--- src/cam_capture_pkg.sv ---
`default_nettype none

package cam_capture_pkg;

   // Pixel sample widths
   typedef logic [7:0]  pix8_t;
   // Upper byte carries the second pixel of the pair
   typedef logic [15:0] pix2_t;

   // Packed pair {b1,g1,r1,b0,g0,r0}
   typedef logic [47:0] fifo_word_t;
   typedef logic [63:0] dma_data_t;
   typedef logic [31:0] stat_word_t;

   // Beats per DMA transfer, must match the firmware transfer length
   localparam int unsigned DMA_BURST_LEN = 32;
   typedef logic [$clog2(DMA_BURST_LEN)-1:0] burst_cnt_t;

   localparam int unsigned FIFO_DEPTH = 64;
   typedef logic [$clog2(FIFO_DEPTH)-1:0] fifo_addr_t;

   // Flops on each control input coming from the CPU side
   localparam int unsigned SYNC_STAGES = 2;

   // Nominal mipi_pclk rate
   localparam int unsigned PCLK_RATE_HZ = 75_000_000;

endpackage

`default_nettype wire

--- src/cam_frame_capture.sv ---
`timescale 1ns/10ps
`default_nettype none

module cam_frame_capture (
   input  logic                   mipi_pclk,
   input  logic                   rst_n,
   input  logic                   cam_vsync_i,
   input  logic                   cam_valid_i,
   input  cam_capture_pkg::pix2_t cam_r_pix_i,
   input  cam_capture_pkg::pix2_t cam_g_pix_i,
   input  cam_capture_pkg::pix2_t cam_b_pix_i,
   input  logic                   trigger_capture_i,
   input  logic                   continuous_capture_i,
   input  logic                   rgb_gray_i,
   input  logic                   fifo_wr_i,
   output logic                   pix_valid_o,
   output cam_capture_pkg::pix2_t r_pix_o,
   output cam_capture_pkg::pix2_t g_pix_o,
   output cam_capture_pkg::pix2_t b_pix_o,
   output logic                   gray_mode_o,
   output logic                   vs_fall_o
);

   import cam_capture_pkg::*;

   typedef enum logic {
      CAP_IDLE,
      CAP_FRAME
   } cap_state_t;

   cap_state_t             cap_state;
   logic [SYNC_STAGES-1:0] trig_sync;
   logic                   trig_last;
   logic [SYNC_STAGES-1:0] cont_sync;
   logic [SYNC_STAGES-1:0] gray_sync;
   logic                   trig_hold;
   logic                   cont_hold;
   logic                   vsync_d;
   logic                   trig_rise;

   assign trig_rise = trig_sync[SYNC_STAGES-1] & ~trig_last;

   always_ff @(posedge mipi_pclk) begin
      if (!rst_n) begin
         trig_sync <= '0;
         trig_last <= 1'b0;
         cont_sync <= '0;
         gray_sync <= '0;
         trig_hold <= 1'b0;
         cont_hold <= 1'b0;
         vsync_d   <= 1'b0;
         vs_fall_o <= 1'b0;
         cap_state <= CAP_IDLE;
      end else begin
         trig_sync <= {trig_sync[SYNC_STAGES-2:0], trigger_capture_i};
         trig_last <= trig_sync[SYNC_STAGES-1];
         cont_sync <= {cont_sync[SYNC_STAGES-2:0], continuous_capture_i};
         gray_sync <= {gray_sync[SYNC_STAGES-2:0], rgb_gray_i};

         // A new trigger wins over the clear from the first written word
         if (trig_rise) begin
            trig_hold <= 1'b1;
         end else if (fifo_wr_i) begin
            trig_hold <= 1'b0;
         end
         if (cont_sync[SYNC_STAGES-1]) begin
            cont_hold <= 1'b1;
         end

         vsync_d   <= cam_vsync_i;
         vs_fall_o <= vsync_d & ~cam_vsync_i;

         // Frame boundaries only
         if (vs_fall_o) begin
            if (trig_hold || cont_hold) begin
               cap_state <= CAP_FRAME;
            end else begin
               cap_state <= CAP_IDLE;
            end
         end
      end
   end

   assign pix_valid_o = cam_valid_i && (cap_state == CAP_FRAME);
   assign r_pix_o     = cam_r_pix_i;
   assign g_pix_o     = cam_g_pix_i;
   assign b_pix_o     = cam_b_pix_i;
   assign gray_mode_o = gray_sync[SYNC_STAGES-1];

endmodule

`default_nettype wire

--- src/cam_pixel_pack.sv ---
`timescale 1ns/10ps
`default_nettype none

module cam_pixel_pack (
   input  logic                        mipi_pclk,
   input  logic                        rst_n,
   input  logic                        pix_valid_i,
   input  cam_capture_pkg::pix2_t      r_pix_i,
   input  cam_capture_pkg::pix2_t      g_pix_i,
   input  cam_capture_pkg::pix2_t      b_pix_i,
   input  logic                        gray_mode_i,
   output logic                        fifo_wr_o,
   output cam_capture_pkg::fifo_word_t fifo_wdata_o
);

   import cam_capture_pkg::*;

   pix8_t      gray0;
   pix8_t      gray1;
   fifo_word_t word_rgb;
   fifo_word_t word_gray;

   // Luma approximation (r + 2g + b) / 4, truncated
   function automatic pix8_t to_gray(input pix8_t r, input pix8_t g, input pix8_t b);
      logic [9:0] sum;
      sum = {2'b00, r} + {1'b0, g, 1'b0} + {2'b00, b};
      return sum[9:2];
   endfunction

   assign gray0 = to_gray(r_pix_i[7:0], g_pix_i[7:0], b_pix_i[7:0]);
   assign gray1 = to_gray(r_pix_i[15:8], g_pix_i[15:8], b_pix_i[15:8]);

   assign word_rgb  = {b_pix_i[15:8], g_pix_i[15:8], r_pix_i[15:8],
                       b_pix_i[7:0], g_pix_i[7:0], r_pix_i[7:0]};
   assign word_gray = {gray1, gray1, gray1, gray0, gray0, gray0};

   always_ff @(posedge mipi_pclk) begin
      if (!rst_n) begin
         fifo_wr_o <= 1'b0;
      end else begin
         fifo_wr_o <= pix_valid_i;
      end
   end

   always_ff @(posedge mipi_pclk) begin
      if (pix_valid_i) begin
         fifo_wdata_o <= gray_mode_i ? word_gray : word_rgb;
      end
   end

endmodule

`default_nettype wire

--- src/cam_dma_fifo.sv ---
`timescale 1ns/10ps
`default_nettype none

module cam_dma_fifo (
   input  logic                        mipi_pclk,
   input  logic                        rst_n,
   input  logic                        wr_i,
   input  cam_capture_pkg::fifo_word_t wdata_i,
   input  logic                        rd_i,
   output cam_capture_pkg::fifo_word_t rdata_o,
   output logic                        empty_o,
   output logic                        overflow_o
);

   import cam_capture_pkg::*;

   fifo_word_t                  mem [FIFO_DEPTH];
   fifo_addr_t                  wr_ptr;
   fifo_addr_t                  rd_ptr;
   logic [$clog2(FIFO_DEPTH):0] count;
   logic                        full;
   logic                        wr_ok;
   logic                        rd_ok;

   assign full    = (count == FIFO_DEPTH);
   assign empty_o = (count == '0);
   assign wr_ok   = wr_i && !full;
   assign rd_ok   = rd_i && !empty_o;

   // Word written while full is lost
   assign overflow_o = wr_i && full;

   // Head word is visible without a read request
   assign rdata_o = mem[rd_ptr];

   always_ff @(posedge mipi_pclk) begin
      if (wr_ok) begin
         mem[wr_ptr] <= wdata_i;
      end
   end

   always_ff @(posedge mipi_pclk) begin
      if (!rst_n) begin
         wr_ptr <= '0;
         rd_ptr <= '0;
         count  <= '0;
      end else begin
         if (wr_ok) begin
            wr_ptr <= wr_ptr + 1'b1;
         end
         if (rd_ok) begin
            rd_ptr <= rd_ptr + 1'b1;
         end
         case ({wr_ok, rd_ok})
            2'b10:   count <= count + 1'b1;
            2'b01:   count <= count - 1'b1;
            default: count <= count;
         endcase
      end
   end

endmodule

`default_nettype wire

--- src/cam_dma_writer.sv ---
`timescale 1ns/10ps
`default_nettype none

module cam_dma_writer (
   input  logic                        mipi_pclk,
   input  logic                        rst_n,
   input  logic                        dma_init_done_i,
   input  logic                        dma_wready_i,
   input  logic                        fifo_empty_i,
   input  cam_capture_pkg::fifo_word_t fifo_rdata_i,
   output logic                        fifo_rd_o,
   output logic                        dma_write_o,
   output logic                        dma_wvalid_o,
   output logic                        dma_wlast_o,
   output cam_capture_pkg::dma_data_t  dma_wdata_o
);

   import cam_capture_pkg::*;

   typedef enum logic {
      DMA_IDLE,
      DMA_ARMED
   } dma_state_t;

   dma_state_t dma_state;
   // Init-done crosses from the CPU side through three flops
   logic [2:0] init_sync;
   logic       init_rise;
   burst_cnt_t beat_cnt;
   logic       last_beat;

   assign init_rise = init_sync[1] & ~init_sync[2];
   assign last_beat = (beat_cnt == burst_cnt_t'(DMA_BURST_LEN - 1));

   always_ff @(posedge mipi_pclk) begin
      if (!rst_n) begin
         init_sync <= '0;
         dma_state <= DMA_IDLE;
         beat_cnt  <= '0;
      end else begin
         init_sync <= {init_sync[1:0], dma_init_done_i};

         if (init_rise) begin
            dma_state <= DMA_ARMED;
         end else if (fifo_rd_o && last_beat) begin
            dma_state <= DMA_IDLE;
         end

         if (fifo_rd_o) begin
            beat_cnt <= last_beat ? '0 : beat_cnt + 1'b1;
         end
      end
   end

   assign dma_write_o  = (dma_state == DMA_ARMED);
   assign fifo_rd_o    = dma_write_o && dma_wready_i && !fifo_empty_i;
   assign dma_wvalid_o = fifo_rd_o;
   assign dma_wlast_o  = fifo_rd_o && last_beat;

   // One zero byte above each 24-bit pixel
   assign dma_wdata_o = {8'd0, fifo_rdata_i[47:24], 8'd0, fifo_rdata_i[23:0]};

endmodule

`default_nettype wire

--- src/cam_stats.sv ---
`timescale 1ns/10ps
`default_nettype none

module cam_stats #(
   parameter int unsigned CLK_RATE_HZ = cam_capture_pkg::PCLK_RATE_HZ
) (
   input  logic                        mipi_pclk,
   input  logic                        rst_n,
   input  logic                        fifo_wr_i,
   input  logic                        fifo_rd_i,
   input  logic                        fifo_overflow_i,
   input  logic                        fifo_empty_i,
   input  logic                        dma_write_i,
   input  logic                        dma_wready_i,
   input  logic                        vs_fall_i,
   output cam_capture_pkg::stat_word_t fifo_wcount_o,
   output cam_capture_pkg::stat_word_t fifo_rcount_o,
   output cam_capture_pkg::stat_word_t fifo_status_o,
   output cam_capture_pkg::stat_word_t frames_per_second_o
);

   import cam_capture_pkg::*;

   logic       overflow_seen;
   stat_word_t timer_cnt;
   stat_word_t frame_cnt;
   logic       window_end;

   // One measurement window is CLK_RATE_HZ+1 cycles
   assign window_end = (timer_cnt == stat_word_t'(CLK_RATE_HZ));

   always_ff @(posedge mipi_pclk) begin
      if (!rst_n) begin
         fifo_wcount_o       <= '0;
         fifo_rcount_o       <= '0;
         overflow_seen       <= 1'b0;
         timer_cnt           <= '0;
         frame_cnt           <= '0;
         frames_per_second_o <= '0;
      end else begin
         if (fifo_wr_i) begin
            fifo_wcount_o <= fifo_wcount_o + 1'b1;
         end
         if (fifo_rd_i) begin
            fifo_rcount_o <= fifo_rcount_o + 1'b1;
         end
         if (fifo_overflow_i) begin
            overflow_seen <= 1'b1;
         end

         if (window_end) begin
            timer_cnt           <= '0;
            frame_cnt           <= '0;
            frames_per_second_o <= frame_cnt;
         end else begin
            timer_cnt <= timer_cnt + 1'b1;
            if (vs_fall_i) begin
               frame_cnt <= frame_cnt + 1'b1;
            end
         end
      end
   end

   assign fifo_status_o = {28'd0, overflow_seen, fifo_empty_i, dma_write_i, dma_wready_i};

endmodule

`default_nettype wire

--- src/cam_capture_top.sv ---
`timescale 1ns/10ps
`default_nettype none

module cam_capture_top #(
   parameter int unsigned CLK_RATE_HZ = cam_capture_pkg::PCLK_RATE_HZ
) (
   input  logic                        mipi_pclk,
   input  logic                        rst_n,
   input  logic                        cam_vsync_i,
   input  logic                        cam_valid_i,
   input  cam_capture_pkg::pix2_t      cam_r_pix_i,
   input  cam_capture_pkg::pix2_t      cam_g_pix_i,
   input  cam_capture_pkg::pix2_t      cam_b_pix_i,
   input  logic                        trigger_capture_i,
   input  logic                        continuous_capture_i,
   input  logic                        rgb_gray_i,
   input  logic                        cam_dma_wready_i,
   input  logic                        cam_dma_init_done_i,
   output logic                        cam_dma_wvalid_o,
   output logic                        cam_dma_wlast_o,
   output cam_capture_pkg::dma_data_t  cam_dma_wdata_o,
   output cam_capture_pkg::stat_word_t frames_per_second_o,
   output cam_capture_pkg::stat_word_t debug_fifo_rcount_o,
   output cam_capture_pkg::stat_word_t debug_fifo_wcount_o,
   output cam_capture_pkg::stat_word_t debug_fifo_status_o
);

   import cam_capture_pkg::*;

   logic       pix_valid;
   pix2_t      r_pix;
   pix2_t      g_pix;
   pix2_t      b_pix;
   logic       gray_mode;
   logic       vs_fall;
   logic       fifo_wr;
   fifo_word_t fifo_wdata;
   logic       fifo_rd;
   fifo_word_t fifo_rdata;
   logic       fifo_empty;
   logic       fifo_overflow;
   logic       dma_write;

   cam_frame_capture u_frame_capture (
      .mipi_pclk            (mipi_pclk),
      .rst_n                (rst_n),
      .cam_vsync_i          (cam_vsync_i),
      .cam_valid_i          (cam_valid_i),
      .cam_r_pix_i          (cam_r_pix_i),
      .cam_g_pix_i          (cam_g_pix_i),
      .cam_b_pix_i          (cam_b_pix_i),
      .trigger_capture_i    (trigger_capture_i),
      .continuous_capture_i (continuous_capture_i),
      .rgb_gray_i           (rgb_gray_i),
      .fifo_wr_i            (fifo_wr),
      .pix_valid_o          (pix_valid),
      .r_pix_o              (r_pix),
      .g_pix_o              (g_pix),
      .b_pix_o              (b_pix),
      .gray_mode_o          (gray_mode),
      .vs_fall_o            (vs_fall)
   );

   cam_pixel_pack u_pixel_pack (
      .mipi_pclk    (mipi_pclk),
      .rst_n        (rst_n),
      .pix_valid_i  (pix_valid),
      .r_pix_i      (r_pix),
      .g_pix_i      (g_pix),
      .b_pix_i      (b_pix),
      .gray_mode_i  (gray_mode),
      .fifo_wr_o    (fifo_wr),
      .fifo_wdata_o (fifo_wdata)
   );

   cam_dma_fifo u_dma_fifo (
      .mipi_pclk  (mipi_pclk),
      .rst_n      (rst_n),
      .wr_i       (fifo_wr),
      .wdata_i    (fifo_wdata),
      .rd_i       (fifo_rd),
      .rdata_o    (fifo_rdata),
      .empty_o    (fifo_empty),
      .overflow_o (fifo_overflow)
   );

   cam_dma_writer u_dma_writer (
      .mipi_pclk       (mipi_pclk),
      .rst_n           (rst_n),
      .dma_init_done_i (cam_dma_init_done_i),
      .dma_wready_i    (cam_dma_wready_i),
      .fifo_empty_i    (fifo_empty),
      .fifo_rdata_i    (fifo_rdata),
      .fifo_rd_o       (fifo_rd),
      .dma_write_o     (dma_write),
      .dma_wvalid_o    (cam_dma_wvalid_o),
      .dma_wlast_o     (cam_dma_wlast_o),
      .dma_wdata_o     (cam_dma_wdata_o)
   );

   cam_stats #(
      .CLK_RATE_HZ (CLK_RATE_HZ)
   ) u_stats (
      .mipi_pclk           (mipi_pclk),
      .rst_n               (rst_n),
      .fifo_wr_i           (fifo_wr),
      .fifo_rd_i           (fifo_rd),
      .fifo_overflow_i     (fifo_overflow),
      .fifo_empty_i        (fifo_empty),
      .dma_write_i         (dma_write),
      .dma_wready_i        (cam_dma_wready_i),
      .vs_fall_i           (vs_fall),
      .fifo_wcount_o       (debug_fifo_wcount_o),
      .fifo_rcount_o       (debug_fifo_rcount_o),
      .fifo_status_o       (debug_fifo_status_o),
      .frames_per_second_o (frames_per_second_o)
   );

endmodule

`default_nettype wire

--- config.mk ---
export PLATFORM = sky130hd
export DESIGN_NAME = cam_capture_top
export DESIGN_NICKNAME = d
export VERILOG_FILES = /design/src/cam_capture_pkg.sv /design/src/cam_frame_capture.sv /design/src/cam_pixel_pack.sv /design/src/cam_dma_fifo.sv /design/src/cam_dma_writer.sv /design/src/cam_stats.sv /design/src/cam_capture_top.sv
export SDC_FILE = /design/constraint.sdc
export NUM_CORES = 2
export LEC_CHECK = 0
export BUFFER_PORTS_ARGS = -buffer_cell sky130_fd_sc_hd__buf_2
export CORE_UTILIZATION = 65
export CTS_BUF_LIST = sky130_fd_sc_hd__clkbuf_8
export CTS_CLUSTER_SIZE = 10
export DETAILED_ROUTE_END_ITERATION = 6
export PLACE_DENSITY_LB_ADDON = 0.1
export SYNTH_ARGS = -nofsm -noshare
export SYNTH_HDL_FRONTEND = slang
export SYNTH_SLANG_ARGS = --single-unit
--- constraint.sdc ---
create_clock -name mipi_pclk -period 5.44 [get_ports mipi_pclk]
set_input_delay 0.544 -clock mipi_pclk [delete_from_list [all_inputs] [get_ports mipi_pclk]]
set_output_delay 0.544 -clock mipi_pclk [all_outputs]
set_load 0.03 [all_outputs]
# Word level (Yosys, flattened, before mapping)
# Memory sizes are Yosys's and may differ from the RTL's. A register that Yosys moved wholly into a read port is not among the register bits.
# Index checks and enable logic that the tools add are counted.
[word_totals]
reg_bits = 250
ramBits = 3072
in_bits = 57
memories = 1
[op_classes]
addsub = 13
n_eq_ne = 5
mux = 12
n_bitwise = 7
n_reduce_logical = 15
[memory_table]
columns = ["memory", "words", "width", "read_ports", "rd_clocked_by_memory_dff", "wr", "line_no", "source"]
rows = [
  ["u_dma_fifo.mem", 64, 48, 1, 1, 1, "cam_dma_fifo.sv:17", "fifo_word_t mem [FIFO_DEPTH];"],
]
[ops]
columns = ["cell", "count"]
rows = [
  ["$add 32x1->32 const B", 4],
  ["$mux 48", 1],
  ["$eq 32x27->1 const B", 1],
  ["$add 10x8->10", 2],
  ["$add 8x9->10", 2],
  ["$pmux 7 s2", 1],
  ["$add 6x1->6 const B", 2],
  ["$mux 6", 2],
  ["$add 7x1->7 const B", 1],
  ["$eq 7x7->1 const B", 1],
  ["$logic_and 1x1->1", 7],
  ["$logic_not 7->1", 1],
  ["$mux 1", 7],
  ["$sub 7x1->7 const B", 1],
  ["$reduce_bool 2->1", 3],
  ["$add 5x1->5 const B", 1],
  ["$eq 5x5->1 const B", 1],
  ["$mux 5", 1],
  ["$not 1->1", 4],
  ["$and 1x1->1", 3],
  ["$eq 2x1->1 const B", 1],
  ["$eq 2x2->1 const B", 1],
  ["$logic_not 1->1", 2],
  ["$reduce_or 2->1", 1],
  ["$logic_or 1x1->1", 1],
]

# Logic depth before layout (Yosys ltp)
[logic_depth]
ltp_word = 6
depth_mapped = 16

# By module
# Synthesis repeated with hierarchy kept, for this count alone.
[unflattened]
hier_cells = 6714
hier_area_um2 = 130766.7
[modules_own_cells]
columns = ["module", "instances", "cells_per_inst", "area_each_um2"]
rows = [
  ["cam_dma_fifo", 1, 5379, 118690.1],
  ["cam_stats", 1, 896, 7533.5],
  ["cam_pixel_pack", 1, 256, 2927.8],
  ["cam_dma_writer", 1, 105, 874.6],
  ["cam_frame_capture", 1, 78, 740.7],
]

# Worst setup path before layout
# No wires, ideal clock.
[synth_path]
path_type = "reg-to-reg"
from = "register u_pixel_pack.fifo_wr_o"
to = "memory u_dma_fifo.mem[59][0] in the netlist's numbering (enable)"
setup_ns = 0.454
arrival_ns = 3.539
required_ns = 4.986
slack_ns = 1.448
stages_incl_launch_ff = 8
n_path_buf = 2
cell_sequence = "dfxtp_1 > clkbuf_1 > a21boi_0 > buf_2 > inv_2 > nor2_1 > nand3_1 > nor2_1"
[synth_between]
elab_chain_cells = 3
[synth_lines]
columns = ["item", "line_no", "source"]
rows = [
  ["start: declaration", "cam_pixel_pack.sv:12", "output logic fifo_wr_o,"],
  ["start signal: assignment", "cam_pixel_pack.sv:41", "fifo_wr_o <= pix_valid_i;"],
  ["$logic_and 1x1->1", "cam_dma_fifo.sv:27", "assign wr_ok = wr_i && !full;"],
  ["$mux 1", "cam_dma_fifo.sv:37", "if (wr_ok) begin"],
  ["$mux 1 (implied by the code)", "cam_dma_fifo.sv:38", "mem[wr_ptr] <= wdata_i;"],
  ["end: declaration", "cam_dma_fifo.sv:17", ""],
]
# Every way passes these cells.

==> flow_metrics.env <==
export IMPL_outcome="complete, no violations"
export IMPL_clk_latency_ps=1110
export IMPL_antenna_left=0
export IMPL_path_class="reg2out"
export IMPL_final_setup_skew_ps=75.5
export IMPL_hpwl_mm=179
export IMPL_cts_made_buffers=546
export IMPL_fp_dieArea_um2=199000
export IMPL_grt_antenna_before_repair=4
export IMPL_nNetsFinal=6705
export IMPL_grtUsageTotal=0.336
export IMPL_tns_ps=0
export IMPL_dp_cells=8640
export IMPL_post_route_period_util=0.932
export IMPL_synth_edf_count=3120
export IMPL_crit_arrival_ps=4530
export IMPL_setup_viol=0
export IMPL_layout_drive_gt1_share=0.312
export IMPL_end_kind="output pin"
export IMPL_post_cts_resized=0
export IMPL_cts_tree="built"
export IMPL_ys_seq_area_frac=0.763
export IMPL_fin_crit_ps=5070
export IMPL_initial_core_util=0.656
export IMPL_die_w_um=446
export IMPL_drv_cap=0
export IMPL_slowest_stage="dfxtp_4"
export IMPL_worstPathRequired_ps=4900
export IMPL_synth_top_area_share=0.731
export IMPL_netlist_area_um2=128000
export IMPL_syn_avg_cell_area_um2=21.9
export IMPL_crit_path_max_incr_delay_ps=720
export IMPL_fin_cells=9612
export IMPL_gp_congestion=0.853
export IMPL_drt_iter0_markers=9450
export IMPL_dr_pass1_iters=6
export IMPL_crit_path_max_fanout=47
export IMPL_postRouteWirelength_mm=330
export IMPL_leakagePower_nw=45.3
export IMPL_final_max_slew_viol_count=0
export IMPL_core_area_um2=195000
export IMPL_fillers=11000
export IMPL_port_buffers=206
export IMPL_grt_pass1_vias=65000
export IMPL_root_buffer="clkbuf_8"
export IMPL_slew_headroom=0.182
export IMPL_path_cells="buf_12 > buf_12 > mux4_2 > mux4_2 > a22oi_1 > nand2_1 > buf_2"
export IMPL_peakVddDrop_mv=0.272
export IMPL_htree_levels=6
export IMPL_grt_max_degree=79
export IMPL_startpoint_type="flop"
export IMPL_worst_r2r_setup_slack_ps=1380
export IMPL_ys_async_sr_fraction=0
export IMPL_p_per_area_nw_per_um2=333
export IMPL_power_total_mw=48.1
export IMPL_ios=251
export IMPL_rsz0062_at_grt="false"
export IMPL_hold_class="in2reg"
export IMPL_synth_cells=5847
export IMPL_ys_ff_latch=3328
export IMPL_layout_commonest_cell="edfxtp_1"
export IMPL_wl_per_cell_um=34.3
export IMPL_grt_pass1_wl_mm=463
export IMPL_yosysWarnings=0
export IMPL_num_vias=65300
export IMPL_via_per_inst=6.80
export IMPL_dp_slack_ps=1420
export IMPL_yosys_top_cells_area="edfxtp_1 73%, mux4_2 17%, dfxtp_1 3.2%"
export IMPL_ys_flop_type="edfxtp_1"
export IMPL_setup_ws_ps=367
export IMPL_grt_overflow=0
export IMPL_final_cell_mix="3120 x edfxtp_1, 953 x mux4_2, 578 x clkbuf_8"
export IMPL_cts_max_path_buffers=4
export IMPL_ys_types=59
export IMPL_tightest_slew_ps=1230
export IMPL_synth_largest_area_cell="edfxtp_1"
export IMPL_hold_viol=0
export IMPL_drc=0
export IMPL_syn2layout_area_growth_pct=12.6
export IMPL_rows=162
export IMPL_cts_sinks=3328
export IMPL_path_clk_slew_ps=60
export IMPL_fp_dieH_um=446
export IMPL_max_freq_mhz=197
cell type report:
cell class,count,area [µm²],area share
diodes,13,32.5,0.000225
clock buffers,578,7960,0.0551
clock inverters,338,1720,0.0119
inverters,60,228,0.00158
multi-input cells,2150,29100,0.202
flip-flops and latches,3328,97900,0.678
well taps,2624,3280,0.0227
repair buffers,521,4170,0.0289
critical path, delay by kind of cell, from the launching register on:
| family | cells | cell delay (ps) |
|---|---|---|
| buf+inv | 3 | 990 |
| compound gates | 1 | 480 |
| flops | 1 | 720 |
| mux | 2 | 1020 |
| simple gates | 1 | 160 |
where the power goes:
part	internal [mW]	switching (mW)	total [mW]
Combinational	0.171	0.360	0.531
Sequential	27.7	0.00919	27.7
Clock	10.3	9.53	19.9
registers in the layout, indices dropped and copies added, names as in the netlist, 2 cells and up, named ones only:
| register | count |
|---|---|
| u_stats.fifo_rcount_o | 32 |
| u_frame_capture.cont_sync | 2 |
| u_dma_fifo.wr_ptr | 6 |
| u_pixel_pack.fifo_wdata_o | 48 |
| u_dma_writer.init_sync | 3 |
| u_dma_fifo.rd_ptr | 6 |
| u_stats.frames_per_second_o | 32 |
| u_stats.timer_cnt | 32 |
| u_dma_writer.beat_cnt | 5 |
| u_frame_capture.trig_sync | 2 |
| u_dma_fifo.count | 7 |
| u_dma_fifo.mem | 3072 |
| u_frame_capture.gray_sync | 2 |
| u_stats.fifo_wcount_o | 32 |
| u_stats.frame_cnt | 32 |
metrics by stage:
| step | util | hold slack [ps] | area [µm²] |
|---|---|---|---|
| floorplan | - | 404 | 128000 |
| global placement | 0.687 | 411 | 134000 |
| detailed placement | 0.687 | 413 | 134000 |
| CTS | 0.739 | 3.08 | 144000 |
| global route | 0.739 | 65.1 | 144000 |
| finish | 0.739 | 74.7 | 144000 |
worst paths after layout:
kind,start,endpoint,cells after the start
min reg2reg,u_frame_capture.gray_sync[0],u_frame_capture.gray_sync[1],1
max,flop,cam_dma_wdata_o[52],7
max reg2reg,u_dma_fifo.count[3],u_dma_fifo.count[6],13
min,cam_r_pix_i[10],u_pixel_pack.fifo_wdata_o[26],4
synth_stat cells, drive strengths merged, types with 2 or more instances:
library cell  instances
nand4b                5
nor4                  8
nand3b                8
and3                 21
mux4                953
or3                  22
nand4                37
nand2b                7
ha                   25
or4                   7
a31oi                 3
o22ai                 7
inv                  59
o211ai                2
mux2i                16
a211oi               13
mux2                  3
a21boi               10
o31ai                 7
o21ai                65
xnor2                42
fa                   16
dfxtp               208
buf                 195
a2111oi               3
edfxtp             3120
and2                 23
nor2                236
or3b                  2
a22oi                82
nor3b                 6
nand3                42
clkbuf              157
a21oi                84
nor3                 17
xor2                 86
nor4b                 7
nor2b                17
nand2               189
and4                 11
or2                   5
o21a                 13
layer usage:
metal  vias to the layer above  track usage  part of all wire
met1                     34300        0.476              0.36
met4                         0        0.148             0.046
met3                       730       0.0664              0.11
met2                      4493        0.519              0.48
met5                         -            0                 0
li1                      25900            -                 -
kinds of logic after synthesis:
| kind of cell | count (synthesis) | synth area share |
|---|---|---|
| DFF | 3328 | 0.763 |
| muxes | 972 | 0.169 |
| and+or+nand+nor | 671 | 0.0247 |
| buffers and inverters | 412 | 0.0151 |
| AOI/OAI and AO/OA | 294 | 0.0143 |
| xor gates and xnor gates | 128 | 0.00874 |
| adders and majority gates | 41 | 0.00494 |
| other | 1 | 0.0000292 |
what timing repair did:
item                       4_1_cts  5_1_grt
hold endpoints to repair        46        0
hold buffers                    43        0
setup buffers                    0        0
setup endpoints to repair        0        0
Note: power is estimated with default switching activity, not from simulation.
